--- config.mk ---
export PLATFORM = sky130hd
export DESIGN_NAME = lsu_bus_intf
export DESIGN_NICKNAME = d
export VERILOG_FILES = /design/src/common/lsu_fwd_pkg.sv /design/src/verilog/lsu_bus_intf.sv /design/src/verilog/lsu_coalesce_chk.sv /design/src/forward/lsu_fwd_merge.sv /design/src/forward/lsu_stage_hit.sv /design/src/verilog/lsu_pipe_track.sv
export SDC_FILE = /design/constraint.sdc
export NUM_CORES = 1
export LEC_CHECK = 0
export BUFFER_PORTS_ARGS = -buffer_cell sky130_fd_sc_hd__buf_2
export CORE_MARGIN = 1
export CORE_UTILIZATION = 45
export DETAILED_ROUTE_END_ITERATION = 16
export GPL_TIMING_DRIVEN = 1
export SYNTH_ARGS = -nofsm -noshare
export SYNTH_HDL_FRONTEND = slang
export SYNTH_SLANG_ARGS = --single-unit
--- constraint.sdc ---
create_clock -name clk -period 18.9 [get_ports clk]
set_input_delay 3.78 -clock clk [delete_from_list [all_inputs] [get_ports clk]]
set_output_delay 3.78 -clock clk [all_outputs]
set_load 0.005 [all_outputs]
--- src/common/lsu_fwd_pkg.sv ---
package lsu_fwd_pkg;

   //**************************************************
   // sizes fixed by the 32-bit ISA
   //**************************************************
   localparam int BYTES_PER_WORD  = 4;
   localparam int WORD_OFS_BITS   = 2;   // byte offset inside a word
   localparam int DWORD_OFS_BITS  = 3;   // byte offset inside a double word
   localparam int DUAL_BIT        = 2;   // start/end differ here -> access spans two words
   localparam int NUM_FWD_STAGES  = 3;   // dc3, dc4, dc5 can forward to dc2

   // plain vector types
   typedef logic [31:0]               lsu_addr_t;
   typedef logic [31:0]               lsu_word_t;
   typedef logic [BYTES_PER_WORD-1:0] byte_en_t;

   // decoded lsu packet
   typedef struct packed {
      logic valid;
      logic load;
      logic store;
      logic by;
      logic half;
      logic word;
   } lsu_pkt_t;

   //**************************************************
   // request as it enters dc1
   //**************************************************
   typedef struct packed {
      lsu_pkt_t  pkt;
      lsu_addr_t addr;
      lsu_addr_t end_addr;      // last byte touched
      logic      busreq;        // goes out on the bus
      logic      sideeffects;   // side-effect region
      lsu_word_t store_data;
   } lsu_req_t;

   //**************************************************
   // per-stage view carried from dc2 to dc5
   //**************************************************
   typedef struct packed {
      lsu_pkt_t  pkt;
      lsu_addr_t addr;
      lsu_addr_t end_addr;
      logic      busreq;
      logic      sideeffects;
      logic      dual;          // access crosses a word boundary
      byte_en_t  byteen_lo;     // bytes in the start word
      byte_en_t  byteen_hi;     // bytes in the following word
      lsu_word_t data_lo;       // store data aligned to the start word
      lsu_word_t data_hi;       // spill into the next word
   } lsu_stage_t;

endpackage
--- src/verilog/lsu_bus_intf.sv ---
`timescale 1ns/1ps

module lsu_bus_intf (
   input  logic                   clk,
   input  logic                   reset,

   input  lsu_fwd_pkg::lsu_req_t  req_dc1,             // new request, valid low = bubble
   input  lsu_fwd_pkg::lsu_word_t ld_bus_data_dc3,     // return data from the bus

   output lsu_fwd_pkg::lsu_word_t bus_read_data_dc3,   // final load data
   output logic                   ld_full_hit_dc3,     // load served from older stores
   output logic                   lsu_busreq_dc5,
   output logic                   no_word_merge_dc5,
   output logic                   no_dword_merge_dc5,
   output logic                   is_aligned_dc5
);

   import lsu_fwd_pkg::*;

   lsu_stage_t stage_dc2;
   lsu_stage_t stage_dc3;
   lsu_stage_t stage_dc4;
   lsu_stage_t stage_dc5;

   //**************************************************
   // pipeline of request views
   //**************************************************
   lsu_pipe_track i_pipe_track (
      .clk       (clk),
      .reset     (reset),
      .req_dc1   (req_dc1),
      .stage_dc2 (stage_dc2),
      .stage_dc3 (stage_dc3),
      .stage_dc4 (stage_dc4),
      .stage_dc5 (stage_dc5)
   );

   // store to load forwarding
   lsu_fwd_merge i_fwd_merge (
      .clk               (clk),
      .reset             (reset),
      .stage_dc2         (stage_dc2),
      .stage_dc3         (stage_dc3),
      .stage_dc4         (stage_dc4),
      .stage_dc5         (stage_dc5),
      .ld_bus_data_dc3   (ld_bus_data_dc3),
      .bus_read_data_dc3 (bus_read_data_dc3),
      .ld_full_hit_dc3   (ld_full_hit_dc3)
   );

   // can the dc5 store be coalesced with what follows
   lsu_coalesce_chk i_coalesce_chk (
      .stage_dc2          (stage_dc2),
      .stage_dc3          (stage_dc3),
      .stage_dc4          (stage_dc4),
      .stage_dc5          (stage_dc5),
      .no_word_merge_dc5  (no_word_merge_dc5),
      .no_dword_merge_dc5 (no_dword_merge_dc5),
      .is_aligned_dc5     (is_aligned_dc5)
   );

   assign lsu_busreq_dc5 = stage_dc5.busreq;

endmodule

--- src/verilog/lsu_coalesce_chk.sv ---
`timescale 1ns/1ps

module lsu_coalesce_chk (
   input  lsu_fwd_pkg::lsu_stage_t stage_dc2,
   input  lsu_fwd_pkg::lsu_stage_t stage_dc3,
   input  lsu_fwd_pkg::lsu_stage_t stage_dc4,
   input  lsu_fwd_pkg::lsu_stage_t stage_dc5,

   output logic                    no_word_merge_dc5,    // dc5 store goes out alone as a word
   output logic                    no_dword_merge_dc5,   // same for a double word
   output logic                    is_aligned_dc5
);

   import lsu_fwd_pkg::*;

   logic word_match_dc4, word_match_dc3, word_match_dc2;
   logic dw_match_dc4, dw_match_dc3, dw_match_dc2;
   logic yng_vld;          // some younger bus request exists
   logic yng_load;
   logic yng_word_match;
   logic yng_dw_match;

   // address compare against each younger stage
   assign word_match_dc4 = (stage_dc5.addr[31:WORD_OFS_BITS] == stage_dc4.addr[31:WORD_OFS_BITS]);
   assign word_match_dc3 = (stage_dc5.addr[31:WORD_OFS_BITS] == stage_dc3.addr[31:WORD_OFS_BITS]);
   assign word_match_dc2 = (stage_dc5.addr[31:WORD_OFS_BITS] == stage_dc2.addr[31:WORD_OFS_BITS]);

   assign dw_match_dc4 = (stage_dc5.addr[31:DWORD_OFS_BITS] == stage_dc4.addr[31:DWORD_OFS_BITS]);
   assign dw_match_dc3 = (stage_dc5.addr[31:DWORD_OFS_BITS] == stage_dc3.addr[31:DWORD_OFS_BITS]);
   assign dw_match_dc2 = (stage_dc5.addr[31:DWORD_OFS_BITS] == stage_dc2.addr[31:DWORD_OFS_BITS]);

   //**************************************************
   // nearest younger bus request, dc4 first
   //**************************************************
   always_comb begin
      yng_vld        = 1'b0;
      yng_load       = 1'b0;
      yng_word_match = 1'b0;
      yng_dw_match   = 1'b0;
      if (stage_dc4.busreq) begin
         yng_vld        = 1'b1;
         yng_load       = stage_dc4.pkt.load;
         yng_word_match = word_match_dc4;
         yng_dw_match   = dw_match_dc4;
      end else if (stage_dc3.busreq) begin
         yng_vld        = 1'b1;
         yng_load       = stage_dc3.pkt.load;
         yng_word_match = word_match_dc3;
         yng_dw_match   = dw_match_dc3;
      end else if (stage_dc2.busreq) begin
         yng_vld        = 1'b1;
         yng_load       = stage_dc2.pkt.load;
         yng_word_match = word_match_dc2;
         yng_dw_match   = dw_match_dc2;
      end
   end

   // a younger load or a different address ends the merge
   assign no_word_merge_dc5  = stage_dc5.busreq & ~stage_dc5.dual & yng_vld &
                               (yng_load | ~yng_word_match);
   assign no_dword_merge_dc5 = stage_dc5.busreq & ~stage_dc5.dual & yng_vld &
                               (yng_load | ~yng_dw_match);

   assign is_aligned_dc5 = (stage_dc5.pkt.word & (stage_dc5.addr[WORD_OFS_BITS-1:0] == '0)) |
                           (stage_dc5.pkt.half & ~stage_dc5.addr[0]);   // halfword on even byte

endmodule

--- src/forward/lsu_fwd_merge.sv ---
`timescale 1ns/1ps

module lsu_fwd_merge (
   input  logic                    clk,
   input  logic                    reset,

   input  lsu_fwd_pkg::lsu_stage_t stage_dc2,
   input  lsu_fwd_pkg::lsu_stage_t stage_dc3,
   input  lsu_fwd_pkg::lsu_stage_t stage_dc4,
   input  lsu_fwd_pkg::lsu_stage_t stage_dc5,
   input  lsu_fwd_pkg::lsu_word_t  ld_bus_data_dc3,

   output lsu_fwd_pkg::lsu_word_t  bus_read_data_dc3,
   output logic                    ld_full_hit_dc3
);

   import lsu_fwd_pkg::*;

   lsu_stage_t                     older_st [NUM_FWD_STAGES];   // dc3 at index 0 is youngest
   byte_en_t                       hit_lo   [NUM_FWD_STAGES];
   byte_en_t                       hit_hi   [NUM_FWD_STAGES];
   lsu_word_t                      fwd_lo   [NUM_FWD_STAGES];
   lsu_word_t                      fwd_hi   [NUM_FWD_STAGES];

   byte_en_t                       hit_any_lo, hit_any_hi;
   lsu_word_t                      merged_lo, merged_hi;
   logic [2*$bits(lsu_word_t)-1:0] merged_dw;
   logic                           full_hit_lo_dc2, full_hit_hi_dc2;
   logic                           ld_full_hit_dc2;
   lsu_word_t                      ld_fwddata_dc2;
   lsu_word_t                      ld_fwddata_dc3;

   assign older_st[0] = stage_dc3;
   assign older_st[1] = stage_dc4;
   assign older_st[2] = stage_dc5;

   //**************************************************
   // one compare per older stage
   //**************************************************
   for (genvar g = 0; g < NUM_FWD_STAGES; g++) begin : g_hit
      lsu_stage_hit i_stage_hit (
         .ld      (stage_dc2),
         .st      (older_st[g]),
         .hit_lo  (hit_lo[g]),
         .hit_hi  (hit_hi[g]),
         .data_lo (fwd_lo[g]),
         .data_hi (fwd_hi[g])
      );
   end

   // oldest first so the younger stages overwrite
   always_comb begin
      hit_any_lo = '0;
      hit_any_hi = '0;
      merged_lo  = '0;
      merged_hi  = '0;
      for (int s = NUM_FWD_STAGES-1; s >= 0; s--) begin
         for (int i = 0; i < BYTES_PER_WORD; i++) begin
            if (hit_lo[s][i]) begin
               merged_lo[8*i +: 8] = fwd_lo[s][8*i +: 8];
            end
            if (hit_hi[s][i]) begin
               merged_hi[8*i +: 8] = fwd_hi[s][8*i +: 8];
            end
         end
         hit_any_lo = hit_any_lo | hit_lo[s];
         hit_any_hi = hit_any_hi | hit_hi[s];
      end
   end

   // every byte the load wants must be covered
   assign full_hit_lo_dc2 = &(hit_any_lo | ~stage_dc2.byteen_lo);
   assign full_hit_hi_dc2 = &(hit_any_hi | ~stage_dc2.byteen_hi);

   assign ld_full_hit_dc2 = full_hit_lo_dc2 & full_hit_hi_dc2 & stage_dc2.busreq &
                            stage_dc2.pkt.load & ~stage_dc2.sideeffects;

   // bring the load bytes down to bit 0
   assign merged_dw      = {merged_hi, merged_lo};
   assign ld_fwddata_dc2 = lsu_word_t'(merged_dw >> {stage_dc2.addr[WORD_OFS_BITS-1:0], 3'b000});

   //**************************************************
   // dc3 flops and read data select
   //**************************************************
   always_ff @(posedge clk) begin
      if (reset) begin
         ld_full_hit_dc3 <= 1'b0;
      end else begin
         ld_full_hit_dc3 <= ld_full_hit_dc2;
      end
   end

   always_ff @(posedge clk) begin
      ld_fwddata_dc3 <= ld_fwddata_dc2;   // forwarded word moves to dc3 with its load
   end

   assign bus_read_data_dc3 = ld_full_hit_dc3 ? ld_fwddata_dc3 : ld_bus_data_dc3;

endmodule

--- src/forward/lsu_stage_hit.sv ---
`timescale 1ns/1ps

module lsu_stage_hit (
   input  lsu_fwd_pkg::lsu_stage_t ld,        // load in dc2
   input  lsu_fwd_pkg::lsu_stage_t st,        // older store candidate

   output lsu_fwd_pkg::byte_en_t   hit_lo,    // load start-word bytes covered
   output lsu_fwd_pkg::byte_en_t   hit_hi,    // load end-word bytes covered
   output lsu_fwd_pkg::lsu_word_t  data_lo,
   output lsu_fwd_pkg::lsu_word_t  data_hi
);

   import lsu_fwd_pkg::*;

   logic     st_gate;
   // naming is <store word>_<load word>
   logic     addr_hit_lo_lo, addr_hit_lo_hi, addr_hit_hi_lo, addr_hit_hi_hi;
   byte_en_t byte_hit_lo_lo, byte_hit_lo_hi, byte_hit_hi_lo, byte_hit_hi_hi;

   // only a valid store can forward, and only to a bus load
   assign st_gate = st.pkt.valid & st.pkt.store & ld.busreq;

   //**************************************************
   // word address compares
   //**************************************************
   assign addr_hit_lo_lo = (ld.addr[31:WORD_OFS_BITS] == st.addr[31:WORD_OFS_BITS]) &
                           st_gate;
   assign addr_hit_lo_hi = (ld.end_addr[31:WORD_OFS_BITS] == st.addr[31:WORD_OFS_BITS]) &
                           st_gate;
   assign addr_hit_hi_lo = (ld.addr[31:WORD_OFS_BITS] == st.end_addr[31:WORD_OFS_BITS]) &
                           st_gate;
   assign addr_hit_hi_hi = (ld.end_addr[31:WORD_OFS_BITS] == st.end_addr[31:WORD_OFS_BITS]) &
                           st_gate;

   // per byte overlap
   always_comb begin
      for (int i = 0; i < BYTES_PER_WORD; i++) begin
         byte_hit_lo_lo[i] = addr_hit_lo_lo & st.byteen_lo[i] & ld.byteen_lo[i];
         byte_hit_lo_hi[i] = addr_hit_lo_hi & st.byteen_lo[i] & ld.byteen_hi[i];
         byte_hit_hi_lo[i] = addr_hit_hi_lo & st.byteen_hi[i] & ld.byteen_lo[i];
         byte_hit_hi_hi[i] = addr_hit_hi_hi & st.byteen_hi[i] & ld.byteen_hi[i];
      end
   end

   assign hit_lo = byte_hit_lo_lo | byte_hit_hi_lo;
   assign hit_hi = byte_hit_lo_hi | byte_hit_hi_hi;

   //**************************************************
   // pick the store byte that covers each load byte
   //**************************************************
   always_comb begin
      for (int i = 0; i < BYTES_PER_WORD; i++) begin
         data_lo[8*i +: 8] = ({8{byte_hit_lo_lo[i]}} & st.data_lo[8*i +: 8]) |
                             ({8{byte_hit_hi_lo[i]}} & st.data_hi[8*i +: 8]);
         data_hi[8*i +: 8] = ({8{byte_hit_lo_hi[i]}} & st.data_lo[8*i +: 8]) |
                             ({8{byte_hit_hi_hi[i]}} & st.data_hi[8*i +: 8]);
      end
   end

endmodule

--- src/verilog/lsu_pipe_track.sv ---
`timescale 1ns/1ps

module lsu_pipe_track (
   input  logic                    clk,
   input  logic                    reset,

   input  lsu_fwd_pkg::lsu_req_t   req_dc1,

   output lsu_fwd_pkg::lsu_stage_t stage_dc2,
   output lsu_fwd_pkg::lsu_stage_t stage_dc3,
   output lsu_fwd_pkg::lsu_stage_t stage_dc4,
   output lsu_fwd_pkg::lsu_stage_t stage_dc5
);

   import lsu_fwd_pkg::*;

   localparam int NUM_STAGES = 4;   // dc2 .. dc5

   lsu_stage_t                            stage_dc1;
   byte_en_t                              byteen_dc1;     // size mask before shifting
   logic [2*BYTES_PER_WORD-1:0]           byteen_ext_dc1;
   logic [2*$bits(lsu_word_t)-1:0]        data_ext_dc1;
   logic [WORD_OFS_BITS-1:0]              ofs_dc1;
   lsu_stage_t                            stage_q [NUM_STAGES];

   assign ofs_dc1 = req_dc1.addr[WORD_OFS_BITS-1:0];

   //**************************************************
   // dc1 view: masks and aligned data
   //**************************************************
   assign byteen_dc1 = ({BYTES_PER_WORD{req_dc1.pkt.by}}   & byte_en_t'(4'b0001)) |
                       ({BYTES_PER_WORD{req_dc1.pkt.half}} & byte_en_t'(4'b0011)) |
                       ({BYTES_PER_WORD{req_dc1.pkt.word}} & byte_en_t'(4'b1111));

   // shift into a two word window, lo then hi
   assign byteen_ext_dc1 = {{BYTES_PER_WORD{1'b0}}, byteen_dc1} << ofs_dc1;
   assign data_ext_dc1   = {{$bits(lsu_word_t){1'b0}}, req_dc1.store_data} << {ofs_dc1, 3'b000};

   always_comb begin
      stage_dc1.pkt         = req_dc1.pkt;
      stage_dc1.addr        = req_dc1.addr;
      stage_dc1.end_addr    = req_dc1.end_addr;
      stage_dc1.busreq      = req_dc1.busreq;
      stage_dc1.sideeffects = req_dc1.sideeffects;
      // start and end land in different words
      stage_dc1.dual        = (req_dc1.addr[DUAL_BIT] != req_dc1.end_addr[DUAL_BIT]);
      stage_dc1.byteen_lo   = byteen_ext_dc1[BYTES_PER_WORD-1:0];
      stage_dc1.byteen_hi   = byteen_ext_dc1[2*BYTES_PER_WORD-1:BYTES_PER_WORD];
      stage_dc1.data_lo     = data_ext_dc1[$bits(lsu_word_t)-1:0];
      stage_dc1.data_hi     = data_ext_dc1[2*$bits(lsu_word_t)-1:$bits(lsu_word_t)];
   end

   //**************************************************
   // dc2 .. dc5 flops
   //**************************************************
   always_ff @(posedge clk) begin
      if (reset) begin
         for (int i = 0; i < NUM_STAGES; i++) begin
            stage_q[i].pkt    <= '0;            // kills every slot
            stage_q[i].busreq <= 1'b0;
         end
      end else begin
         stage_q[0] <= stage_dc1;
         for (int i = 1; i < NUM_STAGES; i++) begin
            stage_q[i] <= stage_q[i-1];         // one stage per clock
         end
      end
   end

   assign stage_dc2 = stage_q[0];
   assign stage_dc3 = stage_q[1];
   assign stage_dc4 = stage_q[2];
   assign stage_dc5 = stage_q[3];

endmodule

==> results.cfg, run 1 <==
[routing]
route.detailed.drc = 0
avgRoutedWirePerCell_um = 28.0
vias_per_cell = 5.92
detail-route-antenna-nets = 0
top_layer = met4
wirelength_met1_um = 46600
drtPass1Iterations = 5
dr_wl_met3_um = 8080
drt_wl_total_um = 100000
vias = 21125
drt_iter0_markers = 2459
met2_length_um = 42500

[power]
p_leak_nw = 12.0
vdd_drop_max_mv = 0.0760
finalPower_mw = 3.20
power_density_mw_per_mm2 = 94.2

[placed_design]
port_buffers = 172
gp_congestion = 0.969
dp_hpwl_um = 74600

[global_routing]
grt_usage = 0.294
grt_pass1_vias = 20263
antenna_found_initial = 3
overflow = 0
grt_pass1_wl_um = 142000
grt_max_degree = 190

[setup_path]
crit_slowest_cell = mux2_2
critPathKind = primary input to output pin
worst-path-max-fanout = 1
critPathRequiredTime_ns = 15.12
cp_data_arrival_time_ns = 4.26
critPathLaunchType = primary input
worst_path_most_repeated_cell = buf_2
path_cells = buf_2 > mux2_2 > buf_2
cp-end-kind = output pin
slowest_delay_ns = 0.25

[cts]
cts_resized = 0
clock_path_buffers = 3
clk_latency_ns = 0.63
cts_buffers = 67
htreeDepth = 3
tritoncts = built
holdBufCountCts = 0
cts.sink_count = 561
clock-root-buffer = clkbuf_16
path_clk_slew_ns = 0.06
post_cts_buffers = 0

[timing]
max_freq_mhz = 124
hold_viol = 0
rsz0062_at_grt = false
tightest_slew_ns = 1.26
slew_headroom = 0.154
hold_ws_ns = 0.440
slew_violations = 0
setup_tns_ns = 0
period_share = 0.425
period_needed_ns = 8.04
finClkSkew_ns = 0.0325
setup_viol = 0

[floorplanning]
design.die.area_sq_mm = 0.0676
num_io_pins = 175
core_sq_mm = 0.0659
die_x_um = 260
placementRows = 94
start_util = 0.455
die_h_um = 260

[finish]
nets = 2792
layout_common_cells = edfxtp_1, nor2b_1, xor2_1, buf_2, xnor2_1
final_common_cell = edfxtp_1
final_util = 0.516
syn2layout_area_growth_pct = 13.5
drive_above_1_share = 0.166
antenna_cells = 0

[synthesis]
syn_area_sq_mm = 0.0299
synth_area_per_cell_sq_um = 11.9
synth-edff-count = 505
async_reset_ff_frac = 0
postSynthCellCount = 2509
ys.flop_type = edfxtp_1
yosysUniqueCellTypes = 71
yosysWarnings = 0
yosysSeqAreaShare = 0.544
synth_seq_cells = 561
synth_fp_nets = 2647

[hold_path]
hold_class = register to register

[status]
status = completed

[flow_run]
drv_cap = 0
[state kept, by name, indices dropped and copies added, names as in the netlist]
| signal | count |
|---|---|
| i_fwd_merge.ld_full_hit_dc3 | 1 |
| i_fwd_merge.ld_fwddata_dc3 | 32 |
| i_pipe_track.stage_q | 528 |
[critical path: cells and delay by family]
kind | cells | cell delay (ns)
muxes | 1 | 0.25
buffers and inverters | 2 | 0.22
[cells in the mapped netlist (4+ instances only)]
cell type | number | area share
and2_1 | 15 | 0.0031
a22o_1 | 26 | 0.0076
xor2_1 | 257 | 0.075
and4_1 | 4 | 0.0012
a32oi_1 | 26 | 0.0076
or4_1 | 28 | 0.0070
inv_1 | 18 | 0.0023
a221oi_2 | 16 | 0.0080
mux2i_1 | 46 | 0.015
nor2b_1 | 461 | 0.096
o22ai_2 | 5 | 0.0021
a221o_1 | 17 | 0.0057
nand3b_1 | 4 | 0.0010
o221ai_1 | 18 | 0.0053
buf_6 | 5 | 0.0019
buf_4 | 4 | 0.0010
o31ai_1 | 10 | 0.0025
xnor2_1 | 163 | 0.048
nor4b_1 | 6 | 0.0018
buf_2 | 16 | 0.0027
a31oi_4 | 5 | 0.0036
o21ai_0 | 7 | 0.0012
nor4_4 | 6 | 0.0043
or2_2 | 9 | 0.0019
nand3_1 | 14 | 0.0023
a32o_1 | 8 | 0.0027
nor4_1 | 93 | 0.019
nand4b_1 | 6 | 0.0018
dfxtp_1 | 56 | 0.037
nor2_1 | 89 | 0.011
nor4_2 | 4 | 0.0017
nand2_1 | 79 | 0.0099
nand4_1 | 71 | 0.015
a21oi_1 | 38 | 0.0064
and3_1 | 14 | 0.0029
edfxtp_1 | 505 | 0.51
a221oi_1 | 15 | 0.0044
mux2_2 | 36 | 0.014
nand2b_1 | 5 | 0.0010
nor3_1 | 41 | 0.0069
buf_1 | 12 | 0.0015
o22ai_1 | 18 | 0.0038
a22oi_1 | 60 | 0.015
clkbuf_1 | 127 | 0.016
[kinds of logic after synthesis]
group / after synthesis / synth area share
buffers and inverters: 185 / 0.0262
multiplexers: 82 / 0.0289
XOR/XNOR: 420 / 0.123
AO/OA/AOI/OAI: 287 / 0.0818
AND/OR/NAND/NOR: 974 / 0.196
flip-flops: 561 / 0.544
[metal layers]
| metal | track usage | up-vias |
|---|---|---|
| li1 | - | 9527 |
| met3 | 0.0487 | 160 |
| met4 | 0.0897 | 0 |
| met1 | 0.449 | 10479 |
| met2 | 0.422 | 959 |
| met5 | 0 | - |
[layout make-up]
cell class              instances  area [sq um]
well taps                     864          1080
repair buffers                242          1410
flip-flops and latches        561         16300
fillers                      5762         31900
clock inverters                39           395
multi-input cells            1763         12900
inverters                      19          78.8
clock buffers                  82          1830
[final timing paths]
path | depth (start not counted) | end | start | slack [ns]
worst max-delay path | 3 | bus_read_data_dc3[23] | ld_bus_data_dc3[23] | 10.86
worst min-delay path | 1 | i_pipe_track.stage_q[2][140] | i_pipe_track.stage_q[1][140] | 0.44
worst max register to register | 8 | i_fwd_merge.ld_fwddata_dc3[17] | i_pipe_track.stage_q[0][100] | 13.94
worst min register to register | 1 | i_pipe_track.stage_q[2][140] | i_pipe_track.stage_q[1][140] | 0.44
[power by group]
group          internal (mW)  switching, mW
Combinational          0.139          0.215
Sequential              1.45         0.0937
Clock                  0.765          0.542
Total                   2.35          0.851
[through the flow]
step | cell area [sq um] | setup slack, ns | std cells
after floorplan | 29900 | 2.35 | 2509
after global placement | 31800 | 10.88 | 3449
after detailed placement | 31800 | 10.87 | 3449
after CTS | 34000 | 10.86 | 3570
after global routing | 34000 | 10.84 | 3570
final | 34000 | 10.86 | 3570
No activity file was read; power rests on OpenSTA's default activity.
==> run 2, diff against run 1 <==
==> constraint.sdc (replaced) <==
create_clock -name clk -period 7.95 [get_ports clk]
set_input_delay 1.59 -clock clk [delete_from_list [all_inputs] [get_ports clk]]
set_output_delay 1.59 -clock clk [all_outputs]
set_load 0.005 [all_outputs]
==> run 2 against run 1 <==
- sequential share of layout area rose by 0.55 points
- highest routed layer unchanged
- cell area fell by 1.1%
- sequential power rose by 140%
- critical endpoint is now no_word_merge_dc5
==> results.cfg, run 2 (same netlist as run 1, synthesis figures left out) <==
[routing]
drt_wl_total_um = 100000
vias = 20964
drt_iter0_markers = 2442
avgRoutedWirePerCell_um = 28.3
vias_per_cell = 5.92
detail-route-antenna-nets = 0
route.detailed.drc = 0
drtPass1Iterations = 5

[global_routing]
grt_pass1_wl_um = 142000
antenna_found_initial = 3
grt_pass1_vias = 20298
overflow = 0
grt_max_degree = 213
grt_usage = 0.293

[placed_design]
dp_cells = 3428
gp_congestion = 0.943
dp_hpwl_um = 74400
placed_area_sq_mm = 0.0316
port_buffers = 172

[cts]
cts.sink_count = 561
clk_latency_ns = 0.65
htreeDepth = 2
path_clk_slew_ns = 0.06
cts_buffers = 61
clock-root-buffer = clkbuf_16
holdBufCountCts = 0
tritoncts = built
cts_resized = 0
clock_path_buffers = 3
post_cts_buffers = 0

[finish]
final_common_cell = edfxtp_1
nets = 2765
syn2layout_area_growth_pct = 12.2
stdcell_area_sq_mm = 0.0336
reg_top3 = i_pipe_track.stage_q (528), i_fwd_merge.ld_fwddata_dc3 (32), i_fwd_merge.ld_full_hit_dc3 (1)
largest_reg_flops = 528
num-fill-cells = 5837
drive_above_1_share = 0.155
regMostFlops = i_pipe_track.stage_q
fin_cells = 3543
layout_common_cells = edfxtp_1, nor2b_1, xor2_1, buf_2, xnor2_1

[timing]
hold_viol = 0
finClkSkew_ns = 0.0353
slew_violations = 0
period_needed_ns = 5.28
slew_headroom = 0.163
period_share = 0.665
max_freq_mhz = 189
setup_tns_ns = 0
rsz0062_at_grt = false
setup_viol = 0
tightest_slew_ns = 1.26

[power]
power_density_mw_per_mm2 = 218
vdd_drop_max_mv = 0.185
p_leak_nw = 11.8

[setup_path]
critPathLaunchType = register
path_cells = xor2_1 > nor4_1 > nand4_1 > nor2_1 > a32oi_1 > a221oi_1 > a31oi_1 > o21a_1 > buf_2
critPathKind = register to output pin
cp_num_cells = 9
worst-path-max-fanout = 7
crit_slowest_cell = edfxtp_1
r2r_cells = 8
slowest_delay_ns = 0.91
cp_data_arrival_time_ns = 3.69
critPathTopFamily = simple AND/OR/NAND/NOR gates
cp-end-kind = output pin
path_buf_inv = 1
critPathRequiredTime_ns = 6.36

[floorplanning]
start_util = 0.455
die_x_um = 260
die_h_um = 260
core_sq_mm = 0.0659
placementRows = 94
design.die.area_sq_mm = 0.0676
num_io_pins = 175

[flow_run]
drv_cap = 0

[hold_path]
hold_class = register to register
hold_depth = 1

[status]
status = completed
==> run 2: changes by cell type in the layout (fill, tap and decap cells not counted), sizes merged <==
| cell | change |
|---|---|
| buf | -21 |
| bufinv | -1 |
| clkbuf | -5 |
| clkinvlp | +2 |
| diode | +1 |
| inv | -3 |
==> run 2: per-stage QoR <==
stage	hold WS, ns	setup slack [ns]	utilization	power [mW]
floorplan	0.414	-2.50	-	4.20
global placement	0.419	3.39	0.480	4.53
detailed placement	0.430	3.36	0.480	4.55
CTS	0.444	2.65	0.510	7.34
global route	0.463	2.47	0.510	7.53
finish	0.442	2.67	0.510	7.32
==> run 2: layer usage <==
layer | track usage | up-vias | share of wire
li1 | - | 9469 | -
met1 | 0.452 | 10503 | 0.48
met2 | 0.432 | 888 | 0.43
met3 | 0.0389 | 104 | 0.072
met4 | 0.0750 | 0 | 0.022
met5 | 0 | - | 0
==> run 2: power by group <==
part / switching [mW] / total, mW / leakage [nW] / internal, mW
registers: 0.264 / 3.70 / 5.56 / 3.44
clock network: 1.23 / 2.82 / 0.966 / 1.59
logic: 0.477 / 0.798 / 5.26 / 0.322
total: 1.97 / 7.32 / 11.8 / 5.35
==> run 2: final cells by class <==
type,instances,area [sq um],area share
well taps,864,1080,0.0322
flip-flops and latches,561,16300,0.485
clock inverters,37,318,0.00946
repair buffers,221,1280,0.0380
diodes,1,2.50,0.0000745
inverters,19,75.1,0.00223
clock buffers,77,1650,0.0490
multi-input cells,1763,12900,0.384
==> run 2: final timing paths <==
check | startpoint | to | slack [ns]
max | i_pipe_track.stage_q[0][119] | no_word_merge_dc5 | 2.67
max reg2reg | i_pipe_track.stage_q[0][125] | i_fwd_merge.ld_fwddata_dc3[11] | 3.28
min reg2reg | i_pipe_track.stage_q[1][140] | i_pipe_track.stage_q[2][140] | 0.44
min | i_pipe_track.stage_q[1][140] | i_pipe_track.stage_q[2][140] | 0.44
==> run 3, diff against run 2 <==
==> constraint.sdc (replaced) <==
create_clock -name clk -period 5.3 [get_ports clk]
set_input_delay 1.06 -clock clk [delete_from_list [all_inputs] [get_ports clk]]
set_output_delay 1.06 -clock clk [all_outputs]
set_load 0.005 [all_outputs]
==> run 3 against run 2 <==
- critical path depth is the same
- die area unchanged
- register-to-register slack got worse by 2.3 ns
- largest power group unchanged
- highest routed layer is now met5
==> results.cfg, run 3 (same netlist as run 1, synthesis figures left out) <==
[status]
status = completed

[finish]
final_util = 0.515
reg_top3 = i_pipe_track.stage_q (528), i_fwd_merge.ld_fwddata_dc3 (32), i_fwd_merge.ld_full_hit_dc3 (1)
largest_reg_flops = 528
nets = 2787
drive_above_1_share = 0.160
regMostFlops = i_pipe_track.stage_q
stdcell_area_sq_mm = 0.0339
antenna_cells = 0
syn2layout_area_growth_pct = 13.3
final_common_cell = edfxtp_1
layout_common_cells = edfxtp_1, nor2b_1, xor2_1, buf_2, xnor2_1

[placed_design]
dp_hpwl_um = 74800
port_buffers = 172
placed_area_sq_mm = 0.0318
gp_congestion = 0.983

[floorplanning]
num_io_pins = 175
core_sq_mm = 0.0659
die_h_um = 260
die_x_um = 260
design.die.area_sq_mm = 0.0676
start_util = 0.455
placementRows = 94

[global_routing]
grt_max_degree = 147
grt_pass1_wl_um = 142000
grt_pass1_vias = 20339
grt_usage = 0.296
overflow = 0
antenna_found_initial = 4

[timing]
finClkSkew_ns = 0.0267
rsz0062_at_grt = false
max_freq_mhz = 212
period_share = 0.890
slew_violations = 0
hold_ws_ns = 0.433
setup_viol = 0
hold_viol = 0
tightest_slew_ns = 1.30
period_needed_ns = 4.71
slew_headroom = 0.131

[setup_path]
critPathTopFamily = simple AND/OR/NAND/NOR gates
critPathKind = register to output pin
rr_startpoint = i_pipe_track.stage_q[0][121]
critPathRequiredTime_ns = 4.24
reg2reg_slack_ns = 0.94
endpoint = no_word_merge_dc5
path_cells = xor2_1 > nor4_1 > nand4_1 > nor2_1 > a32oi_1 > a221oi_1 > a31oi_1 > o21a_1 > buf_2
cp_data_arrival_time_ns = 3.65
startpoint = i_pipe_track.stage_q[0][126]
cp-end-kind = output pin
crit_slowest_cell = edfxtp_1
slowest_delay_ns = 0.86
r2r_cells = 8
worst-path-max-fanout = 7
timing.rr.end = i_fwd_merge.ld_fwddata_dc3[9]
critPathLaunchType = register
cp_num_cells = 9
path_buf_inv = 1

[cts]
path_clk_slew_ns = 0.06
tritoncts = built
clock_path_buffers = 3
clk_latency_ns = 0.62
clock-root-buffer = clkbuf_16
holdBufCountCts = 0
cts.sink_count = 561
cts_buffers = 67
post_cts_buffers = 0
htreeDepth = 3
cts_resized = 0

[flow_run]
drv_cap = 0

[power]
p_leak_nw = 12.0
finalPower_mw = 11.3
power_density_mw_per_mm2 = 334
vdd_drop_max_mv = 0.273

[routing]
drt_wl_total_um = 101000
detail-route-antenna-nets = 0
vias = 21139
vias_per_cell = 5.93
drt_iter0_markers = 2393
drtPass1Iterations = 5
route.detailed.drc = 0
avgRoutedWirePerCell_um = 28.2

[hold_path]
hold_class = register to register
[run 3: cell types whose count changed in the layout (fill, tap and decap cells not counted), moves of 2 or more]
cell	change
buf_4	+15
clkbuf_1	+10
clkbuf_16	+6
clkinv_1	-4
clkbuf_8	-3
inv_4	-3
bufinv_16	+2
clkinv_8	+2
clkinvlp_4	-2
[run 3: worst min path at each step]
stage | start | endpoint | slack, ns | depth (start not counted)
detailed placement | i_pipe_track.stage_q[2][140] | i_pipe_track.stage_q[3][140] | 0.42 | 1
finish | i_pipe_track.stage_q[1][139] | i_pipe_track.stage_q[2][139] | 0.43 | 1
global placement | i_pipe_track.stage_q[1][139] | i_pipe_track.stage_q[2][139] | 0.42 | 1
global route | i_pipe_track.stage_q[2][139] | i_pipe_track.stage_q[3][139] | 0.45 | 1
floorplan | i_pipe_track.stage_q[0][139] | i_pipe_track.stage_q[1][139] | 0.41 | 1
CTS | i_pipe_track.stage_q[2][140] | i_pipe_track.stage_q[3][140] | 0.43 | 1
[run 3: final cells by class]
class                           instances  area, sq um
Fill cell                            5867        31900
Sequential cell                       561        16300
Multi-Input combinational cell       1763        12900
Clock buffer                           90         1790
Timing Repair Buffer                  237         1410
Tap cell                              864         1080
Clock inverter                         32          387
Inverter                               19         75.1
[run 3: metrics by stage]
| step | setup WS [ns] | TNS (ns) | cells |
|---|---|---|---|
| global route | 0.467 | 0 | 3566 |
| finish | 0.585 | 0 | 3566 |
| CTS | 0.553 | 0 | 3566 |
| detailed placement | 1.14 | 0 | 3444 |
| floorplan | -4.62 | -2077.42 | 2509 |
| global placement | 1.17 | 0 | 3444 |
[run 3: power breakdown]
group	internal, mW	switching [mW]	total (mW)
clock network	2.70	1.89	4.58
registers	5.16	0.416	5.57
logic	0.486	0.699	1.18
[run 3: per-layer routing]
metal	vias up	GRT usage	wire, um
met2	1046	0.428	42800
met5	-	0	18
met3	146	0.0716	10200
met1	10432	0.440	45100
li1	9511	-	-
met4	4	0.0753	2400
